## src/hdl/idu_pkg.sv

```systemverilog
// widths, RV64IM opcodes and function codes, control encodings, instruction word union
package idu_pkg;

  localparam int XLEN       = 64;
  localparam int ILEN       = 32;
  localparam int REG_ADDR_W = 5;
  localparam int NUM_REGS   = 32;
  localparam int ALU_OP_W   = 5;
  localparam int MEM_OP_W   = 3;
  localparam int BR_FUNC_W  = 3;
  localparam int IMM_SEL_W  = 3;

  // major opcodes
  localparam logic [6:0] OPC_LUI       = 7'b0110111;
  localparam logic [6:0] OPC_AUIPC     = 7'b0010111;
  localparam logic [6:0] OPC_JAL       = 7'b1101111;
  localparam logic [6:0] OPC_JALR      = 7'b1100111;
  localparam logic [6:0] OPC_BRANCH    = 7'b1100011;
  localparam logic [6:0] OPC_LOAD      = 7'b0000011;
  localparam logic [6:0] OPC_STORE     = 7'b0100011;
  localparam logic [6:0] OPC_OP_IMM    = 7'b0010011;
  localparam logic [6:0] OPC_OP        = 7'b0110011;
  localparam logic [6:0] OPC_OP_IMM_32 = 7'b0011011;
  localparam logic [6:0] OPC_OP_32     = 7'b0111011;

  localparam logic [6:0] FUNCT7_BASE   = 7'b0000000;
  localparam logic [6:0] FUNCT7_ALT    = 7'b0100000;  // sub, sra
  localparam logic [6:0] FUNCT7_MULDIV = 7'b0000001;

  localparam logic [ALU_OP_W-1:0] ALU_ADD      = 5'd0;
  localparam logic [ALU_OP_W-1:0] ALU_SUB      = 5'd1;
  localparam logic [ALU_OP_W-1:0] ALU_SLT      = 5'd2;
  localparam logic [ALU_OP_W-1:0] ALU_SLTU     = 5'd3;
  localparam logic [ALU_OP_W-1:0] ALU_XOR      = 5'd4;
  localparam logic [ALU_OP_W-1:0] ALU_AND      = 5'd5;
  localparam logic [ALU_OP_W-1:0] ALU_OR       = 5'd6;
  localparam logic [ALU_OP_W-1:0] ALU_SLL      = 5'd7;
  localparam logic [ALU_OP_W-1:0] ALU_SRL      = 5'd8;
  localparam logic [ALU_OP_W-1:0] ALU_SRA      = 5'd9;
  localparam logic [ALU_OP_W-1:0] ALU_MUL      = 5'd10;
  localparam logic [ALU_OP_W-1:0] ALU_DIV      = 5'd11;
  localparam logic [ALU_OP_W-1:0] ALU_DIVU     = 5'd12;
  localparam logic [ALU_OP_W-1:0] ALU_REM      = 5'd13;
  localparam logic [ALU_OP_W-1:0] ALU_REMU     = 5'd14;
  localparam logic [ALU_OP_W-1:0] ALU_COPY_IMM = 5'd15;
  localparam logic [ALU_OP_W-1:0] ALU_MULH     = 5'd25;
  localparam logic [ALU_OP_W-1:0] ALU_MULHSU   = 5'd26;
  localparam logic [ALU_OP_W-1:0] ALU_MULHU    = 5'd27;
  localparam logic [ALU_OP_W-1:0] ALU_INVALID  = 5'd31;

  // stores reuse the signed codes
  localparam logic [MEM_OP_W-1:0] MEM_LB   = 3'd0;
  localparam logic [MEM_OP_W-1:0] MEM_LBU  = 3'd1;
  localparam logic [MEM_OP_W-1:0] MEM_LH   = 3'd2;
  localparam logic [MEM_OP_W-1:0] MEM_LHU  = 3'd3;
  localparam logic [MEM_OP_W-1:0] MEM_LW   = 3'd4;
  localparam logic [MEM_OP_W-1:0] MEM_LWU  = 3'd5;
  localparam logic [MEM_OP_W-1:0] MEM_LD   = 3'd6;
  localparam logic [MEM_OP_W-1:0] MEM_NONE = 3'd7;

  localparam logic [BR_FUNC_W-1:0] BR_JAL  = 3'd0;
  localparam logic [BR_FUNC_W-1:0] BR_JALR = 3'd1;
  localparam logic [BR_FUNC_W-1:0] BR_BEQ  = 3'd2;
  localparam logic [BR_FUNC_W-1:0] BR_BNE  = 3'd3;
  localparam logic [BR_FUNC_W-1:0] BR_BLT  = 3'd4;
  localparam logic [BR_FUNC_W-1:0] BR_BGE  = 3'd5;
  localparam logic [BR_FUNC_W-1:0] BR_BLTU = 3'd6;
  localparam logic [BR_FUNC_W-1:0] BR_BGEU = 3'd7;

  localparam logic [IMM_SEL_W-1:0] IMM_I = 3'd0;
  localparam logic [IMM_SEL_W-1:0] IMM_U = 3'd1;
  localparam logic [IMM_SEL_W-1:0] IMM_S = 3'd2;
  localparam logic [IMM_SEL_W-1:0] IMM_B = 3'd3;
  localparam logic [IMM_SEL_W-1:0] IMM_J = 3'd4;
  localparam logic [IMM_SEL_W-1:0] IMM_R = 3'd7;  // no immediate

  localparam logic [1:0] ALU_B_RS2  = 2'd0;
  localparam logic [1:0] ALU_B_IMM  = 2'd1;
  localparam logic [1:0] ALU_B_FOUR = 2'd2;

  typedef struct packed {
    logic [6:0] funct7;
    logic [4:0] rs2;
    logic [4:0] rs1;
    logic [2:0] funct3;
    logic [4:0] rd;
    logic [6:0] opcode;
  } r_fmt_t;

  typedef struct packed {
    logic [11:0] imm_11_0;
    logic [4:0]  rs1;
    logic [2:0]  funct3;
    logic [4:0]  rd;
    logic [6:0]  opcode;
  } i_fmt_t;

  typedef struct packed {
    logic [6:0] imm_11_5;
    logic [4:0] rs2;
    logic [4:0] rs1;
    logic [2:0] funct3;
    logic [4:0] imm_4_0;
    logic [6:0] opcode;
  } s_fmt_t;

  typedef struct packed {
    logic       imm_12;
    logic [5:0] imm_10_5;
    logic [4:0] rs2;
    logic [4:0] rs1;
    logic [2:0] funct3;
    logic [3:0] imm_4_1;
    logic       imm_11;
    logic [6:0] opcode;
  } b_fmt_t;

  typedef struct packed {
    logic [19:0] imm_31_12;
    logic [4:0]  rd;
    logic [6:0]  opcode;
  } u_fmt_t;

  typedef struct packed {
    logic       imm_20;
    logic [9:0] imm_10_1;
    logic       imm_11;
    logic [7:0] imm_19_12;
    logic [4:0] rd;
    logic [6:0] opcode;
  } j_fmt_t;

  typedef union packed {
    r_fmt_t r;
    i_fmt_t i;
    s_fmt_t s;
    b_fmt_t b;
    u_fmt_t u;
    j_fmt_t j;
  } inst_word_u;

endpackage
```

## src/hdl/idu_top.sv

```systemverilog
// decode stage top level with decoder, immediate generator and register file
`timescale 1ns/1ns

module idu_top import idu_pkg::*; (
  input  logic                  i_clk,
  input  logic                  i_rst_n,
  input  logic                  i_ifu_ready,
  input  logic [ILEN-1:0]       i_inst,
  input  logic                  i_wb_wen,
  input  logic [REG_ADDR_W-1:0] i_wb_waddr,
  input  logic [XLEN-1:0]       i_wb_wdata,
  output logic [REG_ADDR_W-1:0] o_rd,
  output logic [XLEN-1:0]       o_rs1_data,
  output logic [XLEN-1:0]       o_rs2_data,
  output logic [XLEN-1:0]       o_imm,
  output logic [ALU_OP_W-1:0]   o_alu_op,
  output logic                  o_alu_a_pc,
  output logic [1:0]            o_alu_b_src,
  output logic                  o_word_cut,
  output logic                  o_reg_wr,
  output logic                  o_mem_to_reg,
  output logic                  o_mem_wr,
  output logic                  o_mem_re,
  output logic [MEM_OP_W-1:0]   o_mem_op,
  output logic                  o_br_en,
  output logic [BR_FUNC_W-1:0]  o_br_func,
  output logic                  o_invalid
);

  inst_word_u            dec_inst;
  logic [IMM_SEL_W-1:0]  imm_sel;
  logic [REG_ADDR_W-1:0] rs1_idx;
  logic [REG_ADDR_W-1:0] rs2_idx;

  inst_decoder u_decoder (
    .i_clk        (i_clk),
    .i_rst_n      (i_rst_n),
    .i_ifu_ready  (i_ifu_ready),
    .i_inst       (i_inst),
    .o_inst       (dec_inst),
    .o_imm_sel    (imm_sel),
    .o_rs1        (rs1_idx),
    .o_rs2        (rs2_idx),
    .o_rd         (o_rd),
    .o_alu_op     (o_alu_op),
    .o_alu_a_pc   (o_alu_a_pc),
    .o_alu_b_src  (o_alu_b_src),
    .o_word_cut   (o_word_cut),
    .o_reg_wr     (o_reg_wr),
    .o_mem_to_reg (o_mem_to_reg),
    .o_mem_wr     (o_mem_wr),
    .o_mem_re     (o_mem_re),
    .o_mem_op     (o_mem_op),
    .o_br_en      (o_br_en),
    .o_br_func    (o_br_func),
    .o_invalid    (o_invalid)
  );

  imm_gen u_imm_gen (
    .i_inst    (dec_inst),
    .i_imm_sel (imm_sel),
    .o_imm     (o_imm)
  );

  gpr_file u_gpr (
    .i_clk    (i_clk),
    .i_rst_n  (i_rst_n),
    .i_raddr1 (rs1_idx),
    .i_raddr2 (rs2_idx),
    .i_wen    (i_wb_wen),
    .i_waddr  (i_wb_waddr),
    .i_wdata  (i_wb_wdata),
    .o_rdata1 (o_rs1_data),
    .o_rdata2 (o_rs2_data)
  );

endmodule

```

## src/hdl/inst_decoder.sv

```systemverilog
// instruction latch and RV64IM decode into execution controls and immediate select
`timescale 1ns/1ns

module inst_decoder import idu_pkg::*; (
  input  logic                  i_clk,
  input  logic                  i_rst_n,
  input  logic                  i_ifu_ready,
  input  logic [ILEN-1:0]       i_inst,
  output inst_word_u            o_inst,
  output logic [IMM_SEL_W-1:0]  o_imm_sel,
  output logic [REG_ADDR_W-1:0] o_rs1,
  output logic [REG_ADDR_W-1:0] o_rs2,
  output logic [REG_ADDR_W-1:0] o_rd,
  output logic [ALU_OP_W-1:0]   o_alu_op,
  output logic                  o_alu_a_pc,
  output logic [1:0]            o_alu_b_src,
  output logic                  o_word_cut,
  output logic                  o_reg_wr,
  output logic                  o_mem_to_reg,
  output logic                  o_mem_wr,
  output logic                  o_mem_re,
  output logic [MEM_OP_W-1:0]   o_mem_op,
  output logic                  o_br_en,
  output logic [BR_FUNC_W-1:0]  o_br_func,
  output logic                  o_invalid
);

  inst_word_u           inst_q;
  logic [6:0]           opcode;
  logic [2:0]           funct3;
  logic [6:0]           funct7;
  logic                 shift_alt;
  logic                 legal;
  logic [ALU_OP_W-1:0]  alu_op;
  logic [IMM_SEL_W-1:0] imm_sel;
  logic [MEM_OP_W-1:0]  mem_op;
  logic [BR_FUNC_W-1:0] br_func;
  logic [1:0]           b_src;
  logic                 a_pc;
  logic                 word_cut;
  logic                 reg_wr;
  logic                 mem_re;
  logic                 mem_wr;
  logic                 br_en;

  function automatic logic [ALU_OP_W-1:0] base_alu(input logic [2:0] f3, input logic alt);
    case (f3)
      3'b000:  return alt ? ALU_SUB : ALU_ADD;
      3'b001:  return ALU_SLL;
      3'b010:  return ALU_SLT;
      3'b011:  return ALU_SLTU;
      3'b100:  return ALU_XOR;
      3'b101:  return alt ? ALU_SRA : ALU_SRL;
      3'b110:  return ALU_OR;
      default: return ALU_AND;
    endcase
  endfunction

  function automatic logic [ALU_OP_W-1:0] muldiv_alu(input logic [2:0] f3);
    case (f3)
      3'b000:  return ALU_MUL;
      3'b001:  return ALU_MULH;
      3'b010:  return ALU_MULHSU;
      3'b011:  return ALU_MULHU;
      3'b100:  return ALU_DIV;
      3'b101:  return ALU_DIVU;
      3'b110:  return ALU_REM;
      default: return ALU_REMU;
    endcase
  endfunction

  // access size and sign, same funct3 layout for loads and stores
  function automatic logic [MEM_OP_W-1:0] mem_code(input logic [2:0] f3);
    case (f3)
      3'b000:  return MEM_LB;
      3'b001:  return MEM_LH;
      3'b010:  return MEM_LW;
      3'b011:  return MEM_LD;
      3'b100:  return MEM_LBU;
      3'b101:  return MEM_LHU;
      3'b110:  return MEM_LWU;
      default: return MEM_NONE;
    endcase
  endfunction

  always_ff @(posedge i_clk or negedge i_rst_n) begin
    if (!i_rst_n) begin
      inst_q <= '0;
    end else if (i_ifu_ready) begin
      inst_q <= i_inst;
    end
  end

  assign opcode    = inst_q.r.opcode;
  assign funct3    = inst_q.r.funct3;
  assign funct7    = inst_q.r.funct7;
  assign shift_alt = (funct3 == 3'b101) && (funct7[6:1] == FUNCT7_ALT[6:1]);  // srai, sraiw

  always_comb begin
    legal    = 1'b1;
    alu_op   = ALU_ADD;
    imm_sel  = IMM_R;
    mem_op   = MEM_NONE;
    br_func  = BR_JAL;
    b_src    = ALU_B_IMM;
    a_pc     = 1'b0;
    word_cut = 1'b0;
    reg_wr   = 1'b1;
    mem_re   = 1'b0;
    mem_wr   = 1'b0;
    br_en    = 1'b0;
    case (opcode)
      OPC_LUI: begin
        alu_op  = ALU_COPY_IMM;
        imm_sel = IMM_U;
      end
      OPC_AUIPC: begin
        imm_sel = IMM_U;
        a_pc    = 1'b1;
      end
      OPC_JAL, OPC_JALR: begin
        legal   = (opcode == OPC_JAL) || (funct3 == 3'b000);
        imm_sel = (opcode == OPC_JAL) ? IMM_J : IMM_I;
        br_func = (opcode == OPC_JAL) ? BR_JAL : BR_JALR;
        b_src   = ALU_B_FOUR;  // link address pc + 4
        a_pc    = 1'b1;
        br_en   = 1'b1;
      end
      OPC_BRANCH: begin
        legal   = (funct3[2:1] != 2'b01);
        alu_op  = ALU_SUB;
        imm_sel = IMM_B;
        b_src   = ALU_B_RS2;
        reg_wr  = 1'b0;
        br_en   = 1'b1;
        case (funct3)
          3'b000:  br_func = BR_BEQ;
          3'b001:  br_func = BR_BNE;
          3'b100:  br_func = BR_BLT;
          3'b101:  br_func = BR_BGE;
          3'b110:  br_func = BR_BLTU;
          default: br_func = BR_BGEU;
        endcase
      end
      OPC_LOAD: begin
        legal   = (funct3 != 3'b111);
        imm_sel = IMM_I;
        mem_op  = mem_code(funct3);
        mem_re  = 1'b1;
      end
      OPC_STORE: begin
        legal   = !funct3[2];  // sb, sh, sw, sd only
        imm_sel = IMM_S;
        mem_op  = mem_code(funct3);
        reg_wr  = 1'b0;
        mem_wr  = 1'b1;
      end
      OPC_OP_IMM: begin
        imm_sel = IMM_I;
        alu_op  = base_alu(funct3, shift_alt);
        if (funct3 == 3'b001) begin
          legal = (funct7[6:1] == FUNCT7_BASE[6:1]);  // 6-bit shamt
        end else if (funct3 == 3'b101) begin
          legal = (funct7[6:1] == FUNCT7_BASE[6:1]) || shift_alt;
        end
      end
      OPC_OP_IMM_32: begin
        imm_sel  = IMM_I;
        alu_op   = base_alu(funct3, shift_alt);
        word_cut = 1'b1;
        case (funct3)
          3'b000:  legal = 1'b1;
          3'b001:  legal = (funct7 == FUNCT7_BASE);
          3'b101:  legal = (funct7 == FUNCT7_BASE) || (funct7 == FUNCT7_ALT);
          default: legal = 1'b0;
        endcase
      end
      OPC_OP, OPC_OP_32: begin
        b_src    = ALU_B_RS2;
        word_cut = (opcode == OPC_OP_32);
        if (funct7 == FUNCT7_MULDIV) begin
          alu_op = muldiv_alu(funct3);
          legal  = !word_cut || (funct3 == 3'b000) || funct3[2];  // mulw, div/rem w forms
        end else if (funct7 == FUNCT7_ALT) begin
          alu_op = base_alu(funct3, 1'b1);
          legal  = (funct3 == 3'b000) || (funct3 == 3'b101);
        end else begin
          alu_op = base_alu(funct3, 1'b0);
          legal  = (funct7 == FUNCT7_BASE) &&
                   (!word_cut || (funct3 == 3'b000) || (funct3 == 3'b001) ||
                    (funct3 == 3'b101));
        end
      end
      default: begin
        legal = 1'b0;
      end
    endcase
  end

  assign o_inst       = inst_q;
  assign o_rs1        = inst_q.r.rs1;
  assign o_rs2        = inst_q.r.rs2;
  assign o_rd         = inst_q.r.rd;
  assign o_imm_sel    = legal ? imm_sel : IMM_R;
  assign o_alu_op     = legal ? alu_op : ALU_INVALID;
  assign o_alu_a_pc   = legal & a_pc;
  assign o_alu_b_src  = b_src;
  assign o_word_cut   = legal & word_cut;
  assign o_reg_wr     = legal & reg_wr;
  assign o_mem_re     = legal & mem_re;
  assign o_mem_to_reg = legal & mem_re;
  assign o_mem_wr     = legal & mem_wr;
  assign o_mem_op     = legal ? mem_op : MEM_NONE;
  assign o_br_en      = legal & br_en;
  assign o_br_func    = br_func;
  assign o_invalid    = !legal && (inst_q != '0);  // zero word is a bubble

  a_invalid_no_wr: assert property (@(posedge i_clk) disable iff (!i_rst_n)
    !(o_invalid && o_reg_wr));

  a_mem_rw_excl: assert property (@(posedge i_clk) disable iff (!i_rst_n)
    !(o_mem_wr && o_mem_re));

endmodule

```

## src/hdl/imm_gen.sv

```systemverilog
// sign-extended immediate assembly for the I, U, S, B and J formats
`timescale 1ns/1ns

module imm_gen import idu_pkg::*; (
  input  inst_word_u           i_inst,
  input  logic [IMM_SEL_W-1:0] i_imm_sel,
  output logic [XLEN-1:0]      o_imm
);

  always_comb begin
    case (i_imm_sel)
      IMM_I: begin
        o_imm = {{(XLEN-12){i_inst.i.imm_11_0[11]}}, i_inst.i.imm_11_0};
      end
      IMM_U: begin
        o_imm = {{(XLEN-32){i_inst.u.imm_31_12[19]}}, i_inst.u.imm_31_12, 12'b0};
      end
      IMM_S: begin
        o_imm = {{(XLEN-12){i_inst.s.imm_11_5[6]}}, i_inst.s.imm_11_5, i_inst.s.imm_4_0};
      end
      IMM_B: begin
        o_imm = {{(XLEN-13){i_inst.b.imm_12}}, i_inst.b.imm_12, i_inst.b.imm_11,
                 i_inst.b.imm_10_5, i_inst.b.imm_4_1, 1'b0};  // halfword aligned
      end
      IMM_J: begin
        o_imm = {{(XLEN-21){i_inst.j.imm_20}}, i_inst.j.imm_20, i_inst.j.imm_19_12,
                 i_inst.j.imm_11, i_inst.j.imm_10_1, 1'b0};
      end
      default: begin
        o_imm = '0;  // IMM_R
      end
    endcase
  end

endmodule

```

## src/hdl/gpr_file.sv

```systemverilog
// 32 x 64-bit general register file, two read ports, one write port, x0 tied to zero
`timescale 1ns/1ns

module gpr_file import idu_pkg::*; (
  input  logic                  i_clk,
  input  logic                  i_rst_n,
  input  logic [REG_ADDR_W-1:0] i_raddr1,
  input  logic [REG_ADDR_W-1:0] i_raddr2,
  input  logic                  i_wen,
  input  logic [REG_ADDR_W-1:0] i_waddr,
  input  logic [XLEN-1:0]       i_wdata,
  output logic [XLEN-1:0]       o_rdata1,
  output logic [XLEN-1:0]       o_rdata2
);

  logic [XLEN-1:0] regs [NUM_REGS];

  always_ff @(posedge i_clk or negedge i_rst_n) begin
    if (!i_rst_n) begin
      for (int k = 0; k < NUM_REGS; k++) begin
        regs[k] <= '0;
      end
    end else if (i_wen && (i_waddr != '0)) begin  // x0 writes dropped
      regs[i_waddr] <= i_wdata;
    end
  end

  // no bypass, a write shows up after its edge
  assign o_rdata1 = (i_raddr1 == '0) ? '0 : regs[i_raddr1];
  assign o_rdata2 = (i_raddr2 == '0) ? '0 : regs[i_raddr2];

  a_waddr_known: assert property (@(posedge i_clk) disable iff (!i_rst_n)
    i_wen |-> !$isunknown(i_waddr));

endmodule

```

## config.mk

```make
export PLATFORM = sky130hd
export DESIGN_NAME = idu_top
export DESIGN_NICKNAME = d
export VERILOG_FILES = /design/src/hdl/idu_pkg.sv /design/src/hdl/idu_top.sv /design/src/hdl/inst_decoder.sv /design/src/hdl/imm_gen.sv /design/src/hdl/gpr_file.sv
export SDC_FILE = /design/constraint.sdc
export NUM_CORES = 2
export LEC_CHECK = 0
export ABC_AREA = 0
export BUFFER_PORTS_ARGS = -buffer_cell sky130_fd_sc_hd__buf_2
export CAP_MARGIN = 20
export CORE_UTILIZATION = 40
export DETAILED_ROUTE_END_ITERATION = 8
export SYNTH_ARGS = -nofsm -noshare
export SYNTH_HDL_FRONTEND = slang
export SYNTH_SLANG_ARGS = --single-unit
```

## constraint.sdc

```tcl
create_clock -name i_clk -period 3.06 [get_ports i_clk]
set_input_delay 0.306 -clock i_clk [delete_from_list [all_inputs] [get_ports i_clk]]
set_output_delay 0.306 -clock i_clk [all_outputs]
set_load 0.05 [all_outputs]
```

After elaboration in Yosys (flattened, before gate mapping)
Cells that the tools add are included.
Word-level totals
  output and inout bits: 218
  flip-flop bits (word level): 2080
  input port bits: 105
Operators by class
  order comparisons: 4
  reductions and logical operators: 34
  muxes and demuxes: 44
  bitwise logic cells: 9
  equality and inequality tests: 26
Operators by type and width (count)
  2048-bit bitwise mux: 1
  64-bit binary-select mux with 5-bit select: 2
  64-bit 2-to-1 mux: 7
  64-bit demux with 5-bit select: 1
  64-bit one-hot mux with 5 select lines: 1
  5-bit one-hot mux with 7 select lines: 2
  4-bit one-hot mux with 7 select lines: 2
  7-bit by 6-bit == test with 1-bit output, second input constant: 5
  32-bit nonzero test: 1
  3-bit one-hot mux with 5 select lines: 2
  7-bit by 5-bit == test with 1-bit output, second input constant: 3
  7-bit == test, second input constant: 3
  3-bit one-hot mux with 7 select lines: 1
  5-bit one-hot mux with 4 select lines: 1
  6-bit greater-or-equal comparator, second input constant: 3
  5-bit inverter with 6-bit output: 3
  5-bit 2-to-1 mux: 3
  3-bit by 2-bit == test with 1-bit output, second input constant: 4
  3-bit == test, second input constant: 4
  1-bit 2-to-1 mux: 12
  3-bit 2-to-1 mux: 4
  2-bit OR reduction: 6
  3-bit OR reduction: 4
  5-bit zero test: 2
  20 further kinds: 40

Longest topological paths before layout
  depth after elaboration: 12
  gate-level depth with buffers: 8
  gate-level depth less buffers: 5

By module
From an unflattened synthesis, not the netlist that was laid out.
Second synthesis, totals
  cells, all modules: 7144
  area, all modules: 110593.6 µm²
Modules (own cells, without submodules)
  gpr_file: times used 1, cells each 6826, area each 107780.9 µm²
  inst_decoder: times used 1, cells each 212, area each 2021.9 µm²
  imm_gen: times used 1, cells each 106, area each 790.8 µm²

Worst setup path before layout
Ideal clock, no wire load.
  kind: register -> output
  start: register u_decoder.inst_q, in the netlist u_decoder.o_inst[29]
  end: output o_imm[32]
  arrival: 3.748 ns
  path buffers: 2
  slack: -0.994 ns
  cell stages (with the launch flop): 8
  cells stage by stage: dfrtp_1 nor4_1 nand3_1 a211oi_1 nor4_4 buf_2 nor2_1 buf_4
On the way
  longest elaborated chain between the ends: 9
  elaborated cells on any way between the ends: 22
  classes of those cells: 7 x eq/ne; 8 x mux; 7 x reduce/logical
RTL lines
  start, declared: RTL line inst_decoder.sv:28  | inst_word_u inst_q;
  start signal, assigned: RTL line inst_decoder.sv:90  | inst_q <= i_inst;
  6-bit by 5-bit == test with 1-bit output: RTL line inst_decoder.sv:97  | assign shift_alt = (funct3 == 3'b101) && (funct7[6:1] == FUNCT7_ALT[6:1]);
  1-bit logical AND: RTL line inst_decoder.sv:97
  1-bit logical OR: RTL line inst_decoder.sv:164  | legal = (funct7[6:1] == FUNCT7_BASE[6:1]) || shift_alt;
  1-bit 2-to-1 mux: RTL line inst_decoder.sv:163  | end else if (funct3 == 3'b101) begin
  1-bit 2-to-1 mux: RTL line inst_decoder.sv:161  | if (funct3 == 3'b001) begin
  1-bit one-hot mux with 8 select lines (*): RTL line inst_decoder.sv:112  | case (opcode)
  3-bit 2-to-1 mux (*): RTL line inst_decoder.sv:204  | assign o_imm_sel = legal ? imm_sel : IMM_R;
  3-bit == test, or another cell as far along: RTL line imm_gen.sv:11  | case (i_imm_sel)
  64-bit one-hot mux with 5 select lines (*): RTL line imm_gen.sv:11
  end, declared: RTL line idu_top.sv:15  | output logic [XLEN-1:0] o_imm,
Mark *: on every way between the ends. The rest lies on a longest branch, timed or not.

Final worst setup path
  start: register u_decoder.inst_q, in the netlist u_decoder.o_inst[20]
  end: output o_rs2_data[35]
On the way
  longest elaborated chain between the ends: 5
  elaborated cells on any way between the ends: 6
  classes of those cells: 4 x mux; 1 x bitwise; 1 x reduce/logical
RTL lines
  5-bit inverter with 6-bit output (not written as such): RTL line gpr_file.sv:30  | assign o_rdata2 = (i_raddr2 == '0) ? '0 : regs[i_raddr2];
  64-bit binary-select mux with 5-bit select: RTL line gpr_file.sv:30
  64-bit 2-to-1 mux (not written as such) (2 in series): RTL line gpr_file.sv:30
  64-bit 2-to-1 mux (*): RTL line gpr_file.sv:30
  end, declared: RTL line idu_top.sv:14  | output logic [XLEN-1:0] o_rs2_data,
Mark *: on every way between the ends. The rest lies on a longest branch, timed or not. The select of a mux whose other input is x is not followed.

==> results.yml <==
worst_hold_path:
  hold_path_class: "in2reg"
  min-delay-start: "i_wb_wdata[42]"
  min_path_cells: 2
yosys:
  synth_top_area_frac: 0.470
  synthTopCellsByArea: "dfrtp_1, mux4_2, mux2_2"
  synth_ff_type: "dfrtp_1"
  synth_area_leader_cell: "dfrtp_1"
  yosysMostFrequentCell: "mux2_2"
  synth-seq-area-share: 0.470
  synth_edf_count: 0
  syn-num-nets: 7109
  netlist_area_um2: 111000
  synth_common_cells: "mux2_2, dfrtp_1, mux4_2, clkbuf_1, buf_2"
  async_flop_share: 1.00
  synth_seq_cells: 2080
  synth_warnings: 0
  synth.avg_cell_area_um2: 15.8
  syn_inst: 7002
  ys_types: 59
pwr:
  seq_power_share: 0.389
  p_total_mw: 94.2
  p_leak_nw: 59.8
  p_sw_mw: 28.1
  clkPwrFrac: 0.311
  p_per_area_nw_per_um2: 676
  switching_share: 0.298
  power_frac_comb: 0.301
  vdd_ir_drop_max_mv: 0.530
  internal_power_mw: 66.1
sta:
  hold_viol_final: 0
  tns_ns: -91.47
  drv_slew: 0
  skew_ns: 0
  max_slew.worst_pin.slew_ns: 1.16
  final-setup-viol-count: 206
  period_needed_ns: 3.75
  post-route-worst-setup-slack_ns: -0.695
  max_clock_freq_mhz: 266
  rsz0062_at_grt: "true"
  slew_headroom: 0.226
  period_share: 1.23
clock_tree:
  cts_buffers: 233
  insertion_delay_ns: 0.87
  clock_path_buffers: 4
  tritoncts: "yes"
  path_clk_slew_ns: 0.06
  h-tree-depth: 4
  clock-root-buffer: "clkbuf_16"
  clock-sinks: 2080
finish:
  final_net_count: 7700
  utilization: 0.508
  area_growth_pct: 25.9
  drive_gt1_frac: 0.671
worst_setup_path:
  crit_path_max_fanout: 5
  max_stage_delay_ns: 0.51
  path_depth: 9
  worst-r2r-cell-count: 8
  crit_family: "multiplexers"
  cp-startpoint: "u_decoder.o_inst[20]"
  startpoint_type: "flip-flop"
  worst-path-buf-inv: 5
  rr_startpoint: "u_decoder.o_inst[15]"
  crit_chain: "buf_8, clkbuf_16, buf_16, buf_8, mux4_2, mux4_2, nand2_1, o21ai_4, buf_12"
  criticalPathCategory: "reg2out"
  cp.arrival_ns: 3.45
  cp_slowest_cell: "mux4_2"
  endpoint_kind: "output port"
  cp.required_ns: 2.75
route:
  ant_nets: 0
  wl_um: 378000
  drc: 0
  viasPerCell: 6.20
  wire_per_inst_um: 33.0
  drtIter0Drc: 5602
  drtPass1Iterations: 5
  via_count: 71200
global_routing:
  antenna_found_initial: 31
  overflow: 0
  first_global_vias: 75200
  grt_pass1_wl_um: 545000
  grt_max_degree: 136
  grt_use_total: 0.267
outcome:
  violations: "negative setup slack"
  outcome: "complete, but fails checks"
floorplanning:
  die_x_um: 528
  die_area_um2: 279000
  io_pins: 323
  start_util: 0.404
  die_y_um: 528
  core_um2: 274000
  placement_rows: 192
place:
  portBuffers: 322
  hpwl_um: 216000
  gp_congestion: 0.858
run:
  max-cap-violations: 0
## area by class of cell
| type | instances | area [µm²] |
|---|---|---|
| fill | 22300 | 135000 |
| clock inverter | 83 | 1140 |
| clock buffer | 332 | 6780 |
| inverter | 69 | 270 |
| antenna | 15 | 37.5 |
| timing repair buffer | 1205 | 16500 |
| tap | 3686 | 4610 |
| multi-input combinational | 4004 | 58000 |
| sequential | 2080 | 52100 |
## per-layer routing
metal	global-route usage	vias up	wire (µm)
met5	0	-	102
met4	0.108	16	17200
met3	0.0421	745	22600
met2	0.439	2653	185000
met1	0.354	39400	154000
li1	-	28400	-
## cells by family (layout without fill, tap and decap cells)
group,Yosys count,after routing,synth area share
mux,3416,3416,0.463
flops,2080,2080,0.470
buf+inv,921,1689,0.0365
simple gates,312,315,0.0138
compound gates,271,271,0.0168
fa+ha+maj,2,2,0.000226
other cells,0,15,0
## through the flow
stage | setup WS [ns] | instances | hold slack (ns) | cell area, µm²
floorplan | -0.161 | 7002 | 0.0104 | 111000
finish | -0.695 | 11500 | 0.0521 | 139000
detailed placement | -0.455 | 10600 | 0.266 | 120000
CTS | -0.771 | 11400 | 0.000254 | 137000
global route | -0.747 | 11500 | 0.0437 | 139000
global placement | -0.544 | 10600 | 0.271 | 120000
## worst paths after layout
check	endpoint	slack, ns
max in group asynchronous	u_gpr.regs[1377]	1.34
min reg2reg	u_gpr.regs[2006]	0.38
max	o_rs2_data[35]	-0.69
min	u_gpr.regs[1770]	0.05
max reg2reg	u_decoder.o_inst[15]	1.22
min in group asynchronous	u_gpr.regs[606]	0.57
## layout by cell type (no fill, tap or decap), types with 30 or more instances in the layout
master,instances
inv_2,35
clkbuf_16,272
dfrtp_1,2063
mux2_2,2075
buf_8,73
clkbuf_1,44
buf_2,115
nand2_1,74
buf_12,310
a22o_1,57
buf_6,209
nor3_4,48
clkinv_2,42
o22ai_4,50
inv_1,30
buf_4,308
mux2_4,66
dlygate4sd3_1,66
mux2i_1,124
o21ai_4,38
buf_16,83
mux4_2,1147
clkbuf_8,53
## power groups by stage
stage | Combinational (mW) | Sequential (mW) | Clock (mW)
floorplan | 17.3 | 35.5 | 0
global placement | 23.6 | 36.5 | 0
detailed placement | 24.0 | 36.9 | 0
CTS | 27.3 | 36.4 | 29.8
global route | 29.7 | 37.2 | 30.9
finish | 28.3 | 36.6 | 29.3
## registers in the layout, indices dropped and copies added, names as in the netlist
name / count
u_gpr.regs: 2048
u_decoder.o_inst: 32
## worst reg2reg max path, cell delays in order, from the launching register on
cell	delay [ns]
dfrtp_4	0.50
buf_12	0.15
buf_12	0.15
buf_6	0.13
buf_12	0.13
buf_8	0.14
buf_4	0.13
buf_4	0.13
mux2_2	0.26
## repair_timing
action | 4_1_cts | 5_1_grt
hold buffers | 67 | 0
resized for setup | 1022 | 400
endpoints found under the hold margin | 1226 | 0
pin swaps | 109 | 139
cloned | 66 | 36
endpoints found under the setup margin | 210 | 209
setup buffers | 199 | 116
Note: power is estimated with default switching activity, not from simulation.
